--- config.mk ---
export PLATFORM = sky130hd
export DESIGN_NAME = tcb_lane_align
export DESIGN_NICKNAME = d
export VERILOG_FILES = /design/src/source/tcb_pkg.sv /design/src/source/tcb_lane_align.sv
export SDC_FILE = /design/constraint.sdc
export NUM_CORES = 1
export LEC_CHECK = 0
export ABC_AREA = 0
export BUFFER_PORTS_ARGS = -buffer_cell sky130_fd_sc_hd__buf_2
export CELL_PAD_IN_SITES_DETAIL_PLACEMENT = 0
export CELL_PAD_IN_SITES_GLOBAL_PLACEMENT = 1
export CORE_MARGIN = 5
export CORE_UTILIZATION = 36
export DETAILED_ROUTE_END_ITERATION = 7
export GPL_TIMING_DRIVEN = 1
export PLACE_DENSITY_LB_ADDON = 0.1
export SYNTH_ARGS = -nofsm -noshare
export SYNTH_HDL_FRONTEND = slang
export SYNTH_SLANG_ARGS = --single-unit
--- constraint.sdc ---
create_clock -name vclk -period 4.8
set_clock_uncertainty 0.15 [all_clocks]
set_input_delay 0.72 -clock vclk [all_inputs]
set_output_delay 0.72 -clock vclk [all_outputs]
set_load 0.01 [all_outputs]
--- src/source/tcb_pkg.sv ---
// shared bus widths, size and status encodings, and data types; imported by every RTL file

package tcb_pkg;

  ////////////////////////////////////////
  // bus geometry
  ////////////////////////////////////////

  // bytes per data word
  localparam int unsigned TCB_BEW = 4;
  // data width in bits
  localparam int unsigned TCB_DW = 8 * TCB_BEW;
  // width of the byte offset inside a word
  localparam int unsigned TCB_OFW = $clog2(TCB_BEW);

  ////////////////////////////////////////
  // types
  ////////////////////////////////////////

  // one data word
  typedef logic [TCB_DW-1:0] tcb_data_t;
  // byte enables, one bit per lane
  typedef logic [TCB_BEW-1:0] tcb_ben_t;
  // log2 of access size in bytes
  typedef logic [1:0] tcb_siz_t;
  // byte offset within a word (low address bits)
  typedef logic [TCB_OFW-1:0] tcb_off_t;
  // response status
  typedef logic tcb_sts_t;

  ////////////////////////////////////////
  // encodings
  ////////////////////////////////////////

  // size codes: 1, 2 and 4 bytes
  localparam tcb_siz_t TCB_SIZ_1 = 2'd0;
  localparam tcb_siz_t TCB_SIZ_2 = 2'd1;
  localparam tcb_siz_t TCB_SIZ_4 = 2'd2;

  // status codes
  localparam tcb_sts_t TCB_STS_OK  = 1'b0;
  localparam tcb_sts_t TCB_STS_MAL = 1'b1;

endpackage
--- src/source/tcb_lane_align.sv ---
// reference to memory steering of write data and byte enables, purely combinational

`timescale 1ns/1ps

module tcb_lane_align
  import tcb_pkg::*;
(
  // reference layout, data in low bytes
  input  tcb_data_t wdt,
  input  tcb_ben_t  ref_ben,
  // access attributes
  input  tcb_off_t  off,
  input  tcb_siz_t  siz,
  input  logic      ndn,
  // memory layout, one byte per address lane
  output tcb_data_t lane_wdt,
  output tcb_ben_t  lane_ben
);

  // byte views of the data words
  logic [TCB_BEW-1:0][7:0] ref_byte;
  logic [TCB_BEW-1:0][7:0] lane_byte;

  // last reference byte index, size minus one
  tcb_off_t lst;

  assign ref_byte = wdt;
  assign lst      = tcb_off_t'((3'd1 << siz) - 3'd1);

  ////////////////////////////////////////
  // per lane select
  ////////////////////////////////////////

  // lane i takes reference byte k
  //   little: lane = off + k       -> k = i - off
  //   big:    lane = off + lst - k -> k = off + lst - i
  // wrap-around modulo word size comes from the 2-bit type
  always_comb begin
    tcb_off_t sel;
    for (int i = 0; i < TCB_BEW; i++) begin
      if (ndn) begin
        sel = off + lst - tcb_off_t'(i);
      end else begin
        sel = tcb_off_t'(i) - off;
      end
      lane_byte[i] = ref_byte[sel];
      // unused reference bytes carry no enable, so lanes stay quiet
      lane_ben[i]  = ref_ben[sel];
    end
  end

  assign lane_wdt = lane_byte;

endmodule

==> impl_metrics.csv <==
group,metric,value,unit
die,die_y,65.1,µm
placement,dpl.cell_count,160,
sta,fmax,235,MHz
route,drt_drc_violations_left,0,
global_routing,grt_start_max_net_pins,37,
synthesis,syn_nets,96,
power_and_ir_drop,p_seq_share,0,%
worst_setup_path,worstSetupPathType,"in2out",
route,drt-initial-drc-count,50,
synthesis,ys_warn_count,0,
layout,area_delta_synth_final,37.4,%
global_routing,overflow,0,
route,dr_total_vias,999,
worst_setup_path,arrival,3.39,ns
die,dieArea,4230,µm²
sta,fin_crit_sh,88.8,%
route,dr.pass1.iters,6,
route,wl_per_cell,18.9,µm
worst_setup_path,critical_path.startpoint,"siz[0]",
synthesis,yosysTopAreaCell,"mux4_1",
sta,maxSlewHeadroom,26.9,%
hold_path,hp-class,"in2out",
sta,period_needed,4.26,ns
global_routing,track_usage,13.5,%
job,drv_cap,0,
placement,numPortBuffers,77,
die,num_rows,20,
synthesis,synth.top_cells.by_count,"35 x mux4_1, 3 x clkbuf_1, 2 x buf_6",
power_and_ir_drop,switching_share,45.8,%
sta,worst_pin_slew,1.09,ns
global_routing,grt_antenna_before_repair,0,
clocking,cts_resized,0,
route,ant_nets,0,
layout,num-fill-cells,260,
global_routing,first_global_vias,969,
placement,dp_hpwl,2390,µm
power_and_ir_drop,p_clk_share,0,%
die,die_w,65.1,µm
worst_setup_path,required,3.93,ns
route,drt-vias-per-instance,6.24,
layout,clock_buffers,0,
layout,seq_cell_count,0,
route,wl,3020,µm
die,io_pins,77,
sta,drv_slew,0,
hold_path,min-delay-start,"wdt[19]",
worst_setup_path,cp-end-kind,"output port",
sta,setup_violations,0,
sta,holdWs,1.72,ns
sta,tns,0,ns
outcome,status,"finished clean",
synthesis,synthCells,54,
synthesis,synth_area,1090,µm²
placement,place.gp.congestion,0.745,
synthesis,synth_area_leaders,"mux4_1 84%, buf_6 2.1%, mux4_2 2.1%, xnor2_2 1.5%, xor2_2 1.5%",
layout,fin_nets,171,
power_and_ir_drop,p_int,134,µW
sta,rsz0062_at_grt,"false",
layout,drive_gt1_share,66.1,%
power_and_ir_drop,switchingPower,113,µW
worst_setup_path,path_max_fanout,18,
power_and_ir_drop,combPwrFrac,100.0,%
sta,finalHoldViolations,0,
global_routing,grt_pass1_wl,4720,µm
layout,seq_area,0,µm²
die,start_util,36.6,%
clocking,ctsHoldBuffers,0,
die,core,2980,µm²
clocking,cts_setup_buffers,0,
layout,final_cell_mix,"77 x buf_2, 35 x mux4_1",
power_and_ir_drop,p_per_area,165,nW/µm²
synthesis,synth-seq-area-share,0,%
layout,stdcell_count,160,
synthesis,avgSynthCellArea,20.2,µm²
layout,layout_commonest_cell,"buf_2",
power_and_ir_drop,peakVddDrop,0.0841,mV
synthesis,synth_top_area_share,84.3,%
power_and_ir_drop,power.leakage,0.000731,µW
worst_setup_path,critPathLaunchType,"input port",
layout,antenna_cells,0,
synthesis,synth_cell_types,17,
synthesis,synth.most_common_cell,"mux4_1",
[power by group through the flow]
stage	Combinational (µW)	Sequential, µW	Clock, µW
6_report	247	0	0
5_1_grt	267	0	0
4_1_cts	251	0	0
3_5_place_dp	251	0	0
3_3_place_gp	247	0	0
2_1_floorplan	160	0	0
[area by class of cell]
class | count | area, µm² | share of cell area (%)
inverters | 1 | 3.75 | 0.250
multi-input cells | 48 | 1060 | 70.8
well taps | 33 | 41.3 | 2.75
repair buffers | 78 | 393 | 26.2
[worst max-delay path, stage by stage]
cell and delay [ns]:
buf_2 0.10, or2_2 0.29, ha_1 0.20, xnor2_1 0.25, mux2i_1 0.15, xnor2_2 0.84, mux4_1 0.68, buf_2 0.16
[path summary, 6_finish.rpt]
check,cells after the start,to
hold / removal,3,lane_wdt[27]
setup / recovery,8,lane_wdt[12]
[through the flow]
stage	setup slack, ns	utilization (%)	power [µW]	area (µm²)
5_1_grt	0.373	50.3	267	1500
6_report	0.540	50.3	247	1500
2_1_floorplan	1.16	-	160	1090
4_1_cts	0.492	50.3	251	1500
3_5_place_dp	0.502	50.3	251	1500
3_3_place_gp	0.573	50.3	247	1500
[cell families (layout without fill, tap and decap cells)]
family | Yosys count | count (layout) | synth area share (%)
AOI/OAI and AO/OA | 2 | 2 | 1.26
adders and majority gates | 1 | 1 | 1.15
and+or+nand+nor | 5 | 5 | 3.10
xor gates and xnor gates | 3 | 3 | 3.79
buffers and inverters | 6 | 79 | 3.44
muxes | 37 | 37 | 87.3
[metal layers]
metal	vias to the layer above	share of wire (%)	global-route usage, %	wire [µm]
li1	453	-	-	-
met1	502	38	16.2	1160
met2	44	52	25.7	1570
met3	0	9.9	3.47	300
met4	0	0	0	0
met5	-	0	0	0
Note: power is estimated with default switching activity, not from simulation.
