===== config.mk =====
export PLATFORM = sky130hd
export DESIGN_NAME = tcb_lane_gather
export DESIGN_NICKNAME = d
export VERILOG_FILES = /design/src/source/tcb_pkg.sv /design/src/source/tcb_lane_gather.sv
export SDC_FILE = /design/constraint.sdc
export NUM_CORES = 1
export LEC_CHECK = 0
export BUFFER_PORTS_ARGS = -buffer_cell sky130_fd_sc_hd__buf_2
export CORE_UTILIZATION = 45
export DETAILED_ROUTE_END_ITERATION = 10
export PLACE_DENSITY_LB_ADDON = 0.3
export SYNTH_ARGS = -nofsm -noshare
export SYNTH_HDL_FRONTEND = slang
export SYNTH_SLANG_ARGS = --single-unit

===== constraint.sdc =====
create_clock -name vclk -period 3.4
set_clock_uncertainty 0.1 [all_clocks]
set_input_delay 0.51 -clock vclk [all_inputs]
set_output_delay 0.51 -clock vclk [all_outputs]
set_load 0.02 [all_outputs]

===== src/source/tcb_pkg.sv =====
// shared bus widths, size and status encodings, and data types; imported by every RTL file

package tcb_pkg;

  ////////////////////////////////////////
  // bus geometry
  ////////////////////////////////////////

  // bytes per data word
  localparam int unsigned TCB_BEW = 4;
  // data width in bits
  localparam int unsigned TCB_DW = 8 * TCB_BEW;
  // width of the byte offset inside a word
  localparam int unsigned TCB_OFW = $clog2(TCB_BEW);

  ////////////////////////////////////////
  // types
  ////////////////////////////////////////

  // one data word
  typedef logic [TCB_DW-1:0] tcb_data_t;
  // byte enables, one bit per lane
  typedef logic [TCB_BEW-1:0] tcb_ben_t;
  // log2 of access size in bytes
  typedef logic [1:0] tcb_siz_t;
  // byte offset within a word (low address bits)
  typedef logic [TCB_OFW-1:0] tcb_off_t;
  // response status
  typedef logic tcb_sts_t;

  ////////////////////////////////////////
  // encodings
  ////////////////////////////////////////

  // size codes: 1, 2 and 4 bytes
  localparam tcb_siz_t TCB_SIZ_1 = 2'd0;
  localparam tcb_siz_t TCB_SIZ_2 = 2'd1;
  localparam tcb_siz_t TCB_SIZ_4 = 2'd2;

  // status codes
  localparam tcb_sts_t TCB_STS_OK  = 1'b0;
  localparam tcb_sts_t TCB_STS_MAL = 1'b1;

endpackage

===== src/source/tcb_lane_gather.sv =====
// memory to reference steering of read data with size and status masking, purely combinational

`timescale 1ns/1ps

module tcb_lane_gather
  import tcb_pkg::*;
(
  // registered memory word
  input  tcb_data_t lane_rdt,
  // response attributes
  input  tcb_off_t  off,
  input  tcb_siz_t  siz,
  input  logic      ndn,
  input  tcb_sts_t  sts,
  // reference layout, data in low bytes
  output tcb_data_t rdt
);

  // byte views
  logic [TCB_BEW-1:0][7:0] lane_byte;
  logic [TCB_BEW-1:0][7:0] ref_byte;

  // last reference byte index
  tcb_off_t lst;

  assign lane_byte = lane_rdt;
  assign lst       = tcb_off_t'((3'd1 << siz) - 3'd1);

  ////////////////////////////////////////
  // inverse lane mapping
  ////////////////////////////////////////

  // reference byte k comes back from the lane it was written to
  always_comb begin
    tcb_off_t sel;
    for (int k = 0; k < TCB_BEW; k++) begin
      if (ndn) begin
        sel = off + lst - tcb_off_t'(k);
      end else begin
        sel = off + tcb_off_t'(k);
      end
      // bytes beyond the access size read as zero
      if (k <= int'(lst)) begin
        ref_byte[k] = lane_byte[sel];
      end else begin
        ref_byte[k] = 8'h00;
      end
    end
  end

  // misaligned response returns an empty word
  assign rdt = (sts == TCB_STS_MAL) ? '0 : tcb_data_t'(ref_byte);

endmodule


==> flow_summary.toml, run 1 <==
[drt]
drt_iter0_markers = 22
drtAntennaViolNets = 0
via_per_inst = 5.39
routedWlPerCell_um = 13.3
wl_um = 3290
vias = 1336
first_pass_iters = 4
drc_errors = 0

[finish]
fin_area_um2 = 1530
fill_cells = 200
drive_gt1_frac = 0.518
clock_buffers = 0
n_antenna_cell = 0
fin_util = 0.661
fin_cells = 248
seq_area_um2 = 0
area_delta_synth_final_pct = 32.9
layout.nets = 262
seq_cells = 0

[worst_hold_path]
whs_endpoint = "rdt[6]"
hold_path_depth = 3
hold_class = "in -> out"
worstHoldStart = "sts"

[synth]
syn-instance-count = 160
synthMuxAreaShare = 0.479
synth_fa_ha_area_frac = 0.0217
yosysTopAreaCellShare = 0.312
synth_area_leader_cell = "mux2_2"
yosys-top-cells-count = "32 x mux2_2, 32 x nand2_1, 30 x nor3_1"
synth_seq_area_share = 0
yosys-top-cells-area = "mux2_2 31%, mux2i_1 15%, nor3_1 13%, nand2_1 10%, a21oi_1 6.9%"
syn_nets = 200
syn-cell-area_um2 = 1150
avgSynthCellArea_um2 = 7.21
synth-xor-area-share = 0.0521
synth_compound_area_frac = 0.0803
synth_top_family_by_area = "multiplexers"
synth_cell_type_count = 24
synthSimpleGateAreaFrac = 0.293
yosys_warnings = 0

[floorplanning]
rows = 17
initial_core_util = 0.498
core_um2 = 2320
boundaryPins = 70
die_area_um2 = 2770
die_h_um = 52.6
die_x_um = 52.6

[setup_path]
path_class = "in -> out"
cp_max_fo = 16
startpoint_type = "primary input"
end_kind = "output port"
worstPathRequired_ns = 2.79
arrival_ns = 2.65

[flow_run]
cap_violations = 0

[power_and_ir_drop]
peakVddDrop_mv = 0.185
power_density_nw_per_um2 = 261
cellLeakagePower_nw = 0.758
power_mw = 0.400

[placement]
dp.cells = 247
place_ws_ns = 0.0224
detailed_place_hpwl_um = 2760
port_buffers = 70
place_congestion = 0.833
place_area_um2 = 1510

[timing]
hold_slack_ns = 1.37
relSlewSlack = 0.366
setup_viol = 0
timing.fmax_mhz = 307
fin_crit_sh = 0.959
hold_viol_final = 0
fin_crit_ns = 3.26
maxSlewViolCount = 0
tightest_slew_ns = 0.949
grt_setup_unrepaired = "no"
setup_ws_ns = 0.141
finalSetupTns_ns = 0

[global_routing]
grt_pass1_wl_um = 5100
grt-ovfl-total = 0
antenna_found_initial = 0
grt_max_degree = 25
grt_pass1_vias = 1186
grt_usage = 0.238

[run_status]
outcome = "complete, no violations"
## how the worst max path moves through the flow
stage | start | endpoint
3_3_place_gp | siz[0] | rdt[11]
6_report | siz[0] | rdt[28]
3_5_place_dp | siz[0] | rdt[28]
4_1_cts | siz[0] | rdt[28]
5_1_grt | siz[0] | rdt[28]
2_1_floorplan | siz[0] | rdt[10]
## critical path: stages
cell     delay [ns]
buf_2          0.10
or2_1          0.26
ha_1           0.35
xor3_1         0.46
mux2i_4        0.21
xnor2_4        0.15
buf_12         0.18
mux2i_1        0.22
buf_2          0.19
## where the power goes
part	switching, mW	internal (mW)
Combinational	0.220	0.180
Sequential	0	0
Clock	0	0
## area by class of cell
| class | count | area, um2 | share of cell area |
|---|---|---|---|
| Inverter | 1 | 3.75 | 0.00245 |
| Multi-Input combinational cell | 144 | 1080 | 0.705 |
| Tap cell | 28 | 35.0 | 0.0229 |
| Timing Repair Buffer | 75 | 413 | 0.269 |
## kinds of logic after synthesis
group / Yosys count
xor+xnor: 3
fa+ha+maj: 2
buf+inv: 16
compound gates: 18
mux: 50
simple gates: 71
## timing repair
action,in CTS,in global routing
setup buffers,0,1
hold buffers,0,0
resized for setup,0,0
setup endpoints to repair,0,16
## placed cells by master (no fill, tap or decap), drive strengths merged
cell,instances
nor2b,2
mux2i,18
nor3,33
or3,1
xnor2,1
xor3,1
buf,75
o21ai,1
o21a,1
mux2,32
a21oi,16
nand2b,1
inv,1
nand2,32
or2,2
xor2,1
ha,2
## metal layers
layer | GRT usage | vias up | share of wire
met5 | 0 | - | 0
met4 | 0 | 0 | 0
met3 | 0.00290 | 0 | 0.043
met2 | 0.441 | 41 | 0.50
met1 | 0.320 | 605 | 0.46
li1 | - | 690 | -
(Power assumes the default switching activity.)
==> run 2: changes to the inputs <==
==> constraint.sdc (replaced) <==
create_clock -name vclk -period 3.4
set_clock_uncertainty 0.1 [all_clocks]
set_input_delay 0.85 -clock vclk [all_inputs]
set_output_delay 0.85 -clock vclk [all_outputs]
set_load 0.02 [all_outputs]
==> run 2 against run 1 <==
Effect of this change:
- the run now fails in 5_1_grt
- synthesized cell count unchanged
- synthesized area unchanged
==> flow_summary.toml, run 2 <==
[cts]
postCtsHoldBufs = 0

[synth]
yosys-top-cells-count = "32 x mux2_2, 32 x nand2_1, 30 x nor3_1"
synth_seq_area_share = 0
yosysTopAreaCellShare = 0.312
syn-instance-count = 160
yosys-top-cells-area = "mux2_2 31%, mux2i_1 15%, nor3_1 13%, nand2_1 10%, a21oi_1 6.9%"
syn_nets = 200
avgSynthCellArea_um2 = 7.21
synth_area_leader_cell = "mux2_2"
yosys_warnings = 0
synth_cell_type_count = 24
syn-cell-area_um2 = 1150

[floorplanning]
die_x_um = 52.6
boundaryPins = 70
initial_core_util = 0.498
die_h_um = 52.6
rows = 17

[placement]
detailed_place_hpwl_um = 3000
dp.cells = 253
port_buffers = 70
place_congestion = 0.808
place_area_um2 = 1770

[run_status]
stop_stage = "5_1_grt"
error_line = "[ERROR DPL-0038] Utilization greater than 100%, impossible to legalize"
outcome = "did not finish"

[timing]
worstEpCategory = "primary output"
grt_repair_worst_endpoint = "rdt[28]"

[global_routing]
grt_max_degree = 17
[run 2: cell counts after synthesis]
Identical to the previous run, type by type.
[run 2: timing repair]
| action | in CTS |
|---|---|
| resized for setup | 91 |
| setup endpoints to repair | 32 |
| pin swaps | 28 |
| cloned | 3 |
| buffers inserted | 7 |
[run 2: logic make-up after synthesis]
logic type | synth area share
multiplexers | 0.479
XOR/XNOR | 0.0521
AO/OA/AOI/OAI | 0.0803
adder cells (fa/ha/maj) | 0.0217
buffers and inverters | 0.0738
AND/OR/NAND/NOR | 0.293
[run 2: per-stage QoR]
step | utilization | setup slack (ns)
floorplan | - | -0.327
global placement | 0.761 | -0.528
detailed placement | 0.761 | -0.655
CTS | 0.971 | -0.473
==> run 3: changes to the inputs <==
--- a/config.mk
+++ b/config.mk
@@ -6,9 +6,9 @@
 export NUM_CORES = 1
 export LEC_CHECK = 0
 export BUFFER_PORTS_ARGS = -buffer_cell sky130_fd_sc_hd__buf_2
-export CORE_UTILIZATION = 45
+export CORE_UTILIZATION = 30
 export DETAILED_ROUTE_END_ITERATION = 10
-export PLACE_DENSITY_LB_ADDON = 0.3
+export PLACE_DENSITY_LB_ADDON = 0.15
 export SYNTH_ARGS = -nofsm -noshare
 export SYNTH_HDL_FRONTEND = slang
 export SYNTH_SLANG_ARGS = --single-unit
==> run 3 against run 2 <==
Effect of this change:
- the flow now finishes, with violations (setup timing)
==> flow_summary.toml, run 3 (synthesis results as in run 1) <==
[global_routing]
antenna_found_initial = 0
grt_max_degree = 17
grt_pass1_wl_um = 6710
grt-ovfl-total = 0
grt_pass1_vias = 1356
grt_usage = 0.200

[placement]
detailed_place_hpwl_um = 3030
place_congestion = 0.777
dp.cells = 281
port_buffers = 70

[setup_path]
startpoint_type = "primary input"
arrival_ns = 2.95
worstPathRequired_ns = 2.45
path_class = "in -> out"
end_kind = "output port"
cp_max_fo = 4

[finish]
fin_cells = 289
seq_cells = 0
clock_buffers = 0
drive_gt1_frac = 0.822
n_antenna_cell = 0
layout.nets = 283
area_delta_synth_final_pct = 123
fill_cells = 286
layout_commonest_cell = "buf_2"
final_cell_mix = "36 x buf_2, 32 x nand2_1, 31 x buf_4, 22 x buf_6, 21 x nor3_2"
seq_area_um2 = 0

[floorplanning]
initial_core_util = 0.315
rows = 22
die_h_um = 64.0
core_um2 = 3660
boundaryPins = 70
die_area_um2 = 4100
die_x_um = 64.0

[flow_run]
cap_violations = 0

[drt]
drt_iter0_markers = 73
first_pass_iters = 4
routedWlPerCell_um = 16.3
via_per_inst = 5.18
wl_um = 4710
vias = 1496
drtAntennaViolNets = 0
drc_errors = 0

[timing]
relSlewSlack = 0.350
tightest_slew_ns = 0.973
fin_crit_sh = 1.15
setup_viol = 32
setup_ws_ns = -0.496
maxSlewViolCount = 0
hold_slack_ns = 2.11
grt_setup_unrepaired = "yes"
timing.fmax_mhz = 257
fin_crit_ns = 3.90
hold_viol_final = 0

[power_and_ir_drop]
peakVddDrop_mv = 0.137
cellLeakagePower_nw = 1.04
power_density_nw_per_um2 = 275
power_mw = 0.707

[worst_hold_path]
hold_class = "in -> out"
hold_path_depth = 4

[run_status]
violations = "setup timing"
outcome = "finished with violations"
run 3: critical path, cell delays in order:
cell	delay, ns
buf_6	0.09
or2_4	0.27
ha_4	0.28
xor3_1	0.43
mux2i_4	0.22
xnor2_4	0.16
buf_6	0.15
buf_12	0.13
mux2i_4	0.22
buf_6	0.14
run 3: worst paths after layout:
| check | from | endpoint | slack [ns] |
|---|---|---|---|
| hold / removal | sts | rdt[0] | 2.11 |
| setup / recovery | siz[0] | rdt[25] | -0.50 |
run 3: final cells by class:
class              instances  area, um2  area share
well taps                 48       60.1      0.0234
inverters                  1       3.75     0.00146
repair buffers            96        798       0.311
multi-input cells        144       1710       0.665
run 3: what timing repair did:
item | in CTS | in global routing
setup endpoints to repair | 32 | 32
gates cloned | 2 | 0
gates resized for setup | 51 | 95
pin swaps | 4 | 31
setup buffers | 3 | 7
hold buffers | 0 | 0
run 3: metal layers:
layer | global-route usage | vias up | part of all wire
met5 | 0 | - | 0
met4 | 0 | 0 | 0
met3 | 0.00893 | 0 | 0.034
met2 | 0.313 | 42 | 0.48
met1 | 0.315 | 717 | 0.49
li1 | - | 737 | -
run 3: power by group:
part | switching (mW) | total, mW | internal (mW)
Combinational | 0.344 | 0.707 | 0.363
Sequential | 0 | 0 | 0
Clock | 0 | 0 | 0
Total | 0.344 | 0.707 | 0.363
run 3: per-stage QoR:
stage	instance area, um2	TNS (ns)	setup slack [ns]	utilization
final	2570	-12.19	-0.496	0.702
after global routing	2570	-13.55	-0.537	0.702
after CTS	2150	-13.33	-0.456	0.589
after detailed placement	1880	-16.21	-0.554	0.512
after global placement	1880	-15.68	-0.541	0.512
after floorplan	1360	-6.99	-0.327	-
