**src/source/tcb_pkg.sv**
```systemverilog
// shared bus widths, size and status encodings, and data types; imported by every RTL file

package tcb_pkg;

  ////////////////////////////////////////
  // bus geometry
  ////////////////////////////////////////

  // bytes per data word
  localparam int unsigned TCB_BEW = 4;
  // data width in bits
  localparam int unsigned TCB_DW = 8 * TCB_BEW;
  // width of the byte offset inside a word
  localparam int unsigned TCB_OFW = $clog2(TCB_BEW);

  ////////////////////////////////////////
  // types
  ////////////////////////////////////////

  // one data word
  typedef logic [TCB_DW-1:0] tcb_data_t;
  // byte enables, one bit per lane
  typedef logic [TCB_BEW-1:0] tcb_ben_t;
  // log2 of access size in bytes
  typedef logic [1:0] tcb_siz_t;
  // byte offset within a word (low address bits)
  typedef logic [TCB_OFW-1:0] tcb_off_t;
  // response status
  typedef logic tcb_sts_t;

  ////////////////////////////////////////
  // encodings
  ////////////////////////////////////////

  // size codes: 1, 2 and 4 bytes
  localparam tcb_siz_t TCB_SIZ_1 = 2'd0;
  localparam tcb_siz_t TCB_SIZ_2 = 2'd1;
  localparam tcb_siz_t TCB_SIZ_4 = 2'd2;

  // status codes
  localparam tcb_sts_t TCB_STS_OK  = 1'b0;
  localparam tcb_sts_t TCB_STS_MAL = 1'b1;

endpackage
```
**src/source/tcb_ctrl.sv**
```systemverilog
// converter control: handshake, misalignment check, byte-enable decode and response register

`timescale 1ns/1ps

module tcb_ctrl
  import tcb_pkg::*;
#(
  // byte address width
  parameter int unsigned DAW = 10
)(
  input  logic                 clk,
  input  logic                 arst_n,
  // request handshake
  input  logic                 vld,
  output logic                 rdy,
  // request attributes
  input  logic                 wen,
  input  logic                 ndn,
  input  tcb_siz_t             siz,
  input  logic [DAW-1:0]       adr,
  // reference byte enables, low aligned
  output tcb_ben_t             ref_ben,
  // memory strobes
  output logic                 mem_ena,
  output logic                 mem_wen,
  output logic [DAW-TCB_OFW-1:0] mem_adr,
  // response stage
  output logic                 rsp_vld,
  output tcb_off_t             rsp_off,
  output tcb_siz_t             rsp_siz,
  output logic                 rsp_ndn,
  output tcb_sts_t             sts
);

  // transfer and misalignment flags
  logic     trn;
  logic     mal;
  tcb_off_t off;

  ////////////////////////////////////////
  // request stage
  ////////////////////////////////////////

  // ready comes up one clock after reset release, memory never stalls
  always_ff @(posedge clk or negedge arst_n) begin
    if (!arst_n) begin
      rdy <= 1'b0;
    end else begin
      rdy <= 1'b1;
    end
  end

  // handshake completes on both high
  assign trn = vld & rdy;

  // byte offset inside the word
  assign off = adr[TCB_OFW-1:0];

  // address must be a multiple of the size
  always_comb begin
    case (siz)
      TCB_SIZ_1: mal = 1'b0;
      TCB_SIZ_2: mal = off[0];
      TCB_SIZ_4: mal = |off;
      // size code 3 not supported, reported as misaligned
      default:   mal = 1'b1;
    endcase
  end

  // low aligned enables from size
  always_comb begin
    case (siz)
      TCB_SIZ_1: ref_ben = 4'b0001;
      TCB_SIZ_2: ref_ben = 4'b0011;
      TCB_SIZ_4: ref_ben = 4'b1111;
      default:   ref_ben = 4'b0000;
    endcase
  end

  // misaligned accesses never touch memory
  assign mem_ena = trn & ~mal;
  assign mem_wen = wen;
  // word address
  assign mem_adr = adr[DAW-1:TCB_OFW];

  ////////////////////////////////////////
  // response stage
  ////////////////////////////////////////

  // valid and status, one cycle after transfer
  always_ff @(posedge clk or negedge arst_n) begin
    if (!arst_n) begin
      rsp_vld <= 1'b0;
      sts     <= TCB_STS_OK;
    end else begin
      rsp_vld <= trn;
      sts     <= (trn && mal) ? TCB_STS_MAL : TCB_STS_OK;
    end
  end

  // attributes for the gather stage
  always_ff @(posedge clk) begin
    if (trn) begin
      rsp_off <= off;
      rsp_siz <= siz;
      rsp_ndn <= ndn;
    end
  end

endmodule

```
**config.mk**
```make
export PLATFORM = sky130hd
export DESIGN_NAME = tcb_ctrl
export DESIGN_NICKNAME = d
export VERILOG_FILES = /design/src/source/tcb_pkg.sv /design/src/source/tcb_ctrl.sv
export SDC_FILE = /design/constraint.sdc
export NUM_CORES = 1
export LEC_CHECK = 0
export ABC_AREA = 1
export ABC_CLOCK_PERIOD_IN_PS = 1100
export BUFFER_PORTS_ARGS = -buffer_cell sky130_fd_sc_hd__buf_2
export CORE_UTILIZATION = 25
export DETAILED_ROUTE_END_ITERATION = 6
export GPL_TIMING_DRIVEN = 0
export HOLD_SLACK_MARGIN = 0.15
export PLACE_DENSITY = 0.57
export SLEW_MARGIN = 20
export SYNTH_ARGS = -nofsm -noshare
export SYNTH_HDL_FRONTEND = slang
export SYNTH_SLANG_ARGS = --single-unit
```
**constraint.sdc**
```tcl
create_clock -name clk -period 1.1 [get_ports clk]
set_input_delay 0.22 -clock clk [delete_from_list [all_inputs] [get_ports clk]]
set_output_delay 0.22 -clock clk [all_outputs]
set_load 0.05 [all_outputs]
```
==> results of run 1 <==
[through the flow]
| stage | power, uW | util, % | worst slack (ns) | TNS [ns] | std cells |
|---|---|---|---|---|---|
| final | 874 | 46.5 | -0.150 | -0.154 | 88 |
| after global routing | 920 | 46.5 | -0.221 | -0.256 | 88 |
| after CTS | 881 | 45.8 | -0.172 | -0.189 | 88 |
| after detailed placement | 627 | 40.9 | -0.306 | -0.389 | 81 |
| after global placement | 625 | 40.9 | -0.295 | -0.374 | 81 |
| after floorplan | 570 | - | -0.203 | -0.203 | 36 |
[layout make-up]
cell class | instances | area share [%]
flip-flops and latches | 8 | 32.3
repair buffers | 32 | 28.4
multi-input cells | 12 | 18.0
plain buffers | 10 | 10.7
inverters | 6 | 3.93
clock buffers | 4 | 3.75
well taps | 16 | 2.86
[worst paths after layout]
path / from / endpoint / cells after the start
max reg2reg: rdy / rsp_off[0] / 2
min in group asynchronous: arst_n / rsp_vld / 2
min: siz[1] / rsp_siz[1] / 1
min reg2reg: rdy / sts / 2
max in group asynchronous: arst_n / rdy / 2
max: rdy / mem_ena / 3
[metal layers]
metal  share of wire, %  up-vias  global-route usage, %
li1                   -      169                      -
met1                 33      142                   7.08
met2                 45       35                   14.2
met3                 17        4                   3.88
met4                4.6        0                   11.3
met5                  0        -                      0
[report_power, final]
| group | switching, uW | total, uW | internal, uW | leakage, uW |
|---|---|---|---|---|
| registers | 3.60 | 339 | 336 | 0.0000840 |
| clock network | 93.7 | 232 | 138 | 0.0000150 |
| logic | 207 | 302 | 95.8 | 0.000265 |
| total | 304 | 874 | 570 | 0.000364 |
[state kept, by name, indices dropped and copies added, names as in the netlist]
signal,count
rsp_siz,2
sts,1
rsp_vld,1
rsp_ndn,1
rsp_off,2
rdy,1
[layout by cell type (no fill, tap or decap), types with 2 or more instances in the layout]
cell / instances
buf_2: 24
nand2_4: 2
buf_6: 3
clkbuf_4: 4
edfxtp_1: 5
dfrtp_1: 2
inv_1: 4
nor2_2: 3
dlygate4sd3_1: 3
ha_2: 2
buf_4: 11
[repair_timing]
action	CTS	global route
hold buffers	3	0
endpoints found under the setup margin	4	5
resized for setup	7	4
hold endpoints to repair	5	0
[kinds of logic (layout without fill, tap and decap cells)]
group	after synthesis	count (layout)	synth area share [%]
adders and majority gates	3	3	9.20
DFF	8	8	55.2
buffers and inverters	16	52	23.9
and+or+nand+nor	8	8	10.7
other	1	1	0.919
==> out/metrics.yaml, run 1 <==
irDropWorstVdd_v: 0.000336
setup_violations: 2
crit_fanout: 3
holdWs_ns: 0.188
drt_iter0_markers: 2
final.setup.worst_slack_ns: -0.150
grt_pass1_wl_um: 1040
viasPerCell: 3.98
min_path_type: "in -> reg"
end_kind: "output port"
netlist.top_cell.by_area: "edfxtp_1"
critPathBufInv: 1
clk_latency_ns: 0.25
hold_viol_final: 0
totalWireLength_um: 679
initial_utilization_pct: 27.1
ff_latch_area_um2: 226
synth_nets: 56
synth_area_leaders: "edfxtp_1, buf_4, dfrtp_1"
post-route-min-period_ns: 1.25
fin_area_um2: 701
die_h_um: 42.4
power_density_nw_per_um2: 1250
synth.most_common_cell: "buf_4"
fin_crit_sh_pct: 114
crit_required_ns: 0.88
drc_errors: 0
cts_sinks: 8
ys_seq_area_share_pct: 55.2
clk_pin_slew_ns: 0.05
multi_input_area_um2: 126
antenna_found_initial: 0
violations: "negative setup slack"
overflow: 0
htree_levels: 1
placed_area_um2: 616
async_flop_share_pct: 37.5
nets: 93
synth_edf_count: 5
cts_tree: "yes"
rsz0062_at_grt: "true"
start_kind: "register"
drive_gt1_share_pct: 76.4
synth_commonest_cells: "buf_4, edfxtp_1, inv_1"
worstPathCellList: "nand2_4 -> nor3_4 -> buf_6"
post_drt_wl_per_cell_um: 7.72
cts-root-buf: "clkbuf_4"
track_usage_pct: 8.89
fillCellCount: 141
critPathSlowestCell: "dfrtp_2"
synthCells: 36
netlist_area_um2: 408
place_congestion: 0.678
slew_violations: 0
yosysWarnings: 0
synth-seq-cells: 8
die_x_um: 42.4
cp_top_family: "flip-flops"
critPathKind: "reg -> out"
die_area_um2: 1800
grt_pass1_vias: 286
num_vias: 350
portBuffers: 29
ant_nets: 0
firstDrtPassIters: 2
synth.distinct_cells: 11
finalClockSkew_ns: 0.00700
grt_max_degree: 7
diodes: 0
p_leak_uw: 0.000364
syn2layout_area_growth_pct: 71.8
io_pins: 39
r2r_slack_ns: 0.18
num_rows: 14
timing.fmax_mhz: 800
crit_arrival_ns: 1.03
clock_path_buffers: 2
maxCapViolations: 0
cts_inserted_buffers: 3
netlist.area_leader.share_pct: 36.8
slowest_delay_ns: 0.37
post_cts_buffers: 0
outcome: "finished, violations left"
hpwl_um: 553
core-area_um2: 1510
synthFlopType: "edfxtp_1"
avgSynthCellArea_um2: 11.3
Note: power is estimated with default switching activity, not from simulation.
==> run 2, diff against run 1 <==
--- a/config.mk
+++ b/config.mk
@@ -12,7 +12,8 @@
 export DETAILED_ROUTE_END_ITERATION = 6
 export GPL_TIMING_DRIVEN = 0
 export HOLD_SLACK_MARGIN = 0.15
-export PLACE_DENSITY = 0.57
+export PLACE_DENSITY_LB_ADDON = 0.12
+export RECOVER_POWER = 50
 export SLEW_MARGIN = 20
 export SYNTH_ARGS = -nofsm -noshare
 export SYNTH_HDL_FRONTEND = slang
==> run 2 against run 1 <==
  * The run still ends with negative setup slack left
  * Sequential power hardly changed
  * Worst hold slack got worse by 0.016 ns
  * Flip-flop and latch count unchanged
  * Cell area is 2.9% lower
  * Clock power is essentially flat
  * Utilization shrank 1.3 points
  * Register-to-register slack worse by 0.02 ns
  * Fmax up 0.18%
  * Wire length up 2.4%
==> out/metrics.yaml, run 2 (synthesized netlist as in run 1, its figures left out) <==
outcome: "finished, violations left"
violations: "negative setup slack"
clk_latency_ns: 0.25  # about the same
place_congestion: 0.623  # -8.1%
die_h_um: 42.4  # unchanged
critPathKind: "reg -> out"
clock_path_buffers: 2  # unchanged
htree_levels: 1  # unchanged
diodes: 0  # unchanged
utilization_pct: 45.2  # -1.3 points
portBuffers: 29  # unchanged
start_kind: "register"
drc_errors: 0  # unchanged
min_path_type: "in -> reg"
instances_no_fill: 87  # -1.1%
num_rows: 14  # unchanged
die_area_um2: 1800  # unchanged
crit_fanout: 3  # unchanged
post_cts_buffers: 0  # unchanged
crit_required_ns: 0.88  # about the same
placed_area_um2: 616  # unchanged
cts_inserted_buffers: 3  # unchanged
grt_pass1_vias: 289  # +1.0%
cts-root-buf: "clkbuf_4"
reg_top3: "rsp_off (2), rsp_siz (2)"
core-area_um2: 1510  # unchanged
timing.fmax_mhz: 802  # +0.18%
grt_pass1_wl_um: 1120  # +8.0%
antenna_found_initial: 0  # unchanged
num_vias: 348  # -0.57%
cts_sinks: 8  # unchanged
setup_violations: 1  # -1
nets: 92  # -1.1%
track_usage_pct: 8.44  # -0.45 points
fin_crit_sh_pct: 113  # -0.21 points
firstDrtPassIters: 2  # unchanged
rsz0062_at_grt: "true"
end_kind: "output port"
irDropWorstVdd_v: 0.000499  # +49%
initial_utilization_pct: 27.1  # unchanged
drive_gt1_share_pct: 59.2  # -17 points
power_density_nw_per_um2: 1270  # +1.8%
grt_max_degree: 7  # unchanged
final.setup.worst_slack_ns: -0.148  # +0.00230 ns
post-route-min-period_ns: 1.25  # -0.00230 ns
totalWireLength_um: 695  # +2.4%
syn2layout_area_growth_pct: 66.9
finalClockSkew_ns: 0.00476  # -0.00224 ns
fin_area_um2: 681  # -2.9%
ant_nets: 0  # unchanged
post_drt_wl_per_cell_um: 7.99  # +3.5%
worst_pin_slew_ns: 0.589
slew_violations: 0  # unchanged
cts_tree: "yes"
place_inst: 81  # unchanged
io_pins: 39  # unchanged
crit_arrival_ns: 1.03  # about the same
pre_cts_ws_ns: -0.302  # +0.00434 ns
clk_pin_slew_ns: 0.05  # about the same
slew_headroom_pct: 60.9
hold_viol_final: 0  # unchanged
overflow: 0  # unchanged
die_x_um: 42.4  # unchanged
maxCapViolations: 0  # unchanged
drt_iter0_markers: 1  # -1
mostFrequentLayoutCells: "clkbuf_1, buf_2, buf_4"
hpwl_um: 585  # +5.8%
p_total_uw: 864  # -1.1%
viasPerCell: 4.00  # +0.57%
p_leak_uw: 0.000334  # -8.2%
## run 2: cell types whose count changed in the layout (fill, tap and decap cells not counted)
cell	before	now
buf_2	24	12
clkbuf_1	1	12
inv_1	4	5
ha_1	0	1
dlygate4sd3_1	3	2
ha_2	2	1
buf_6	3	4
inv_2	1	0
## run 2: stage by stage
stage | setup TNS (ns) | hold slack [ns]
finish | -0.148 | 0.171
global route | -0.230 | 0.157
CTS | -0.165 | 0.163
detailed placement | -0.374 | 0.0196
global placement | -0.381 | 0.0178
floorplan | -0.203 | -0.0756
## run 2: layer usage
layer,track usage (%),wire length [um],part of all wire [%],up-vias
met5,0,0,0,-
met4,7.50,12,1.7,0
met3,1.29,93,13,2
met2,13.8,362,52,32
met1,9.26,227,33,147
li1,-,-,-,167
## run 2: repair_timing
item,4_1_cts,5_1_grt
endpoints found under the hold margin,4,0
gates cloned,0,0
setup endpoints to repair,4,5
gates resized for setup,8,3
hold buffers,2,0
## run 2: final timing paths
kind	from	end	slack [ns]	cells after the start
max	rdy	mem_ena	-0.15	3
min	siz[1]	rsp_siz[1]	0.17	1
max reg2reg	rdy	rsp_off[1]	0.16	2
min reg2reg	rdy	sts	0.57	2
max in group asynchronous	arst_n	rdy	0.62	2
min in group asynchronous	arst_n	sts	0.31	2
## run 2: where the power goes
part	internal (uW)	total [uW]	switching, uW
clock network	138	229	90.4
registers	336	340	3.95
logic	89.3	296	207
total	563	864	301
## run 2: worst max-delay path, cell delays in order (launching register included)
cell and delay [ns]:
dfrtp_2 0.38, nand2_4 0.07, nor3_4 0.16, buf_6 0.18
## run 2: cell type report
class	count	area (um2)
fillers	153	826
repair buffers	31	181
well taps	16	20.0
flip-flops and latches	8	226
clock buffers	4	26.3
multi-input cells	12	124
plain buffers	10	75.1
inverters	6	27.5
==> run 3, diff against run 2 <==
--- a/config.mk
+++ b/config.mk
@@ -13,7 +13,6 @@
 export GPL_TIMING_DRIVEN = 0
 export HOLD_SLACK_MARGIN = 0.15
 export PLACE_DENSITY_LB_ADDON = 0.12
-export RECOVER_POWER = 50
 export SLEW_MARGIN = 20
 export SYNTH_ARGS = -nofsm -noshare
 export SYNTH_HDL_FRONTEND = slang
==> run 3 against run 2 <==
  * The flow still finishes with violations (negative setup slack)
  * Sequential share of layout area is 0.66 points lower
  * Critical path depth stayed put
  * Register-to-register slack hardly changed
  * Critical path type unchanged
  * Critical endpoint unchanged
==> out/metrics.yaml, run 3 (synthesized netlist as in run 1, its figures left out) <==
num_rows: 14  # unchanged
drive_gt1_share_pct: 74.6  # +15 points
track_usage_pct: 8.44  # unchanged
final_common_cell: "buf_2"
crit_fanout: 3  # unchanged
totalWireLength_um: 710  # +2.2%
nets: 92  # unchanged
maxCapViolations: 0  # unchanged
die_h_um: 42.4  # unchanged
cts_sinks: 8  # unchanged
final.setup.worst_slack_ns: -0.148  # unchanged
setup_violations: 1  # unchanged
portBuffers: 29  # unchanged
grt_max_degree: 7  # unchanged
p_leak_uw: 0.000364  # +9.1%
place_congestion: 0.623  # unchanged
rsz0062_at_grt: "true"
htree_levels: 1  # unchanged
hold_viol_final: 0  # unchanged
grt_pass1_wl_um: 1120  # unchanged
crit_required_ns: 0.88  # about the same
die_area_um2: 1800  # unchanged
end_kind: "output port"
reg_top3: "rsp_off (2), rsp_siz (2)"
core-area_um2: 1510  # unchanged
min_path_type: "in -> reg"
mostFrequentLayoutCells: "buf_2, buf_4, inv_1, edfxtp_1"
diodes: 0  # unchanged
p_total_uw: 870  # +0.70%
num_vias: 350  # +0.57%
fin_crit_sh_pct: 113  # unchanged
antenna_found_initial: 0  # unchanged
clk_pin_slew_ns: 0.05  # about the same
ant_nets: 0  # unchanged
hpwl_um: 585  # unchanged
holdWs_ns: 0.171  # unchanged
die_x_um: 42.4  # unchanged
drt_iter0_markers: 1  # unchanged
slew_violations: 0  # unchanged
timing.fmax_mhz: 802  # unchanged
overflow: 0  # unchanged
critPathKind: "reg -> out"
crit_arrival_ns: 1.03  # about the same
fillCellCount: 144  # -5.9%
finalClockSkew_ns: 0.00476  # unchanged
clock_path_buffers: 2  # unchanged
io_pins: 39  # unchanged
cts-root-buf: "clkbuf_4"
irDropWorstVdd_v: 0.000505  # +1.3%
violations: "negative setup slack"
clk_latency_ns: 0.25  # about the same
post_drt_wl_per_cell_um: 8.16  # +2.2%
firstDrtPassIters: 2  # unchanged
drc_errors: 0  # unchanged
initial_utilization_pct: 27.1  # unchanged
power_density_nw_per_um2: 1250  # -1.3%
utilization_pct: 46.1  # +0.91 points
post-route-min-period_ns: 1.25  # unchanged
pre_cts_ws_ns: -0.302  # unchanged
viasPerCell: 4.02  # +0.57%
cts_inserted_buffers: 3  # unchanged
start_kind: "register"
cts_tree: "yes"
outcome: "finished, violations left"
grt_pass1_vias: 289  # unchanged
syn2layout_area_growth_pct: 70.2
## run 3: timing repair
action                     4_1_cts  5_1_grt
setup endpoints to repair        4        5
hold endpoints to repair         4        0
hold buffers                     2        0
resized for setup                8        3
setup buffers                    0        0
## run 3: through the flow
step	cell area (um2)	instances	TNS [ns]
after global placement	616	81	-0.381
final	694	87	-0.148
after CTS	684	87	-0.165
after detailed placement	616	81	-0.374
after floorplan	450	36	-0.203
after global routing	694	87	-0.230
## run 3: final timing paths
check,cells after the start,start,slack (ns),end
max,3,rdy,-0.15,mem_ena
max reg2reg,2,rdy,0.16,rsp_off[1]
min,1,siz[1],0.17,rsp_siz[1]
max in group asynchronous,2,arst_n,0.68,rdy
min reg2reg,2,rdy,0.57,sts
min in group asynchronous,2,arst_n,0.30,sts
## run 3: layer usage
metal	share of wire [%]	wire length, um	global-route usage (%)	up-vias
li1	-	-	-	168
met1	35	245	9.26	148
met2	51	362	13.8	32
met3	13	90	1.29	2
met4	1.7	12	7.50	0
met5	0	0	0	-
## run 3: critical path, stage by stage, from the launching register on
cell and delay, ns:
dfrtp_2 0.38, nand2_4 0.07, nor3_4 0.16, buf_6 0.18
## run 3: final cells by class
| type | instances | area [um2] | area share [%] |
|---|---|---|---|
| flip-flops and latches | 8 | 226 | 32.6 |
| repair buffers | 31 | 195 | 28.1 |
| multi-input cells | 12 | 124 | 17.8 |
| plain buffers | 10 | 75.1 | 10.8 |
| inverters | 6 | 27.5 | 3.96 |
| clock buffers | 4 | 26.3 | 3.78 |
| well taps | 16 | 20.0 | 2.88 |
## run 3: where the power goes
group / internal, uW / total [uW] / switching (uW)
Clock: 138 / 229 / 90.4
Sequential: 336 / 340 / 3.95
Combinational: 95.5 / 302 / 207
Total: 569 / 870 / 301
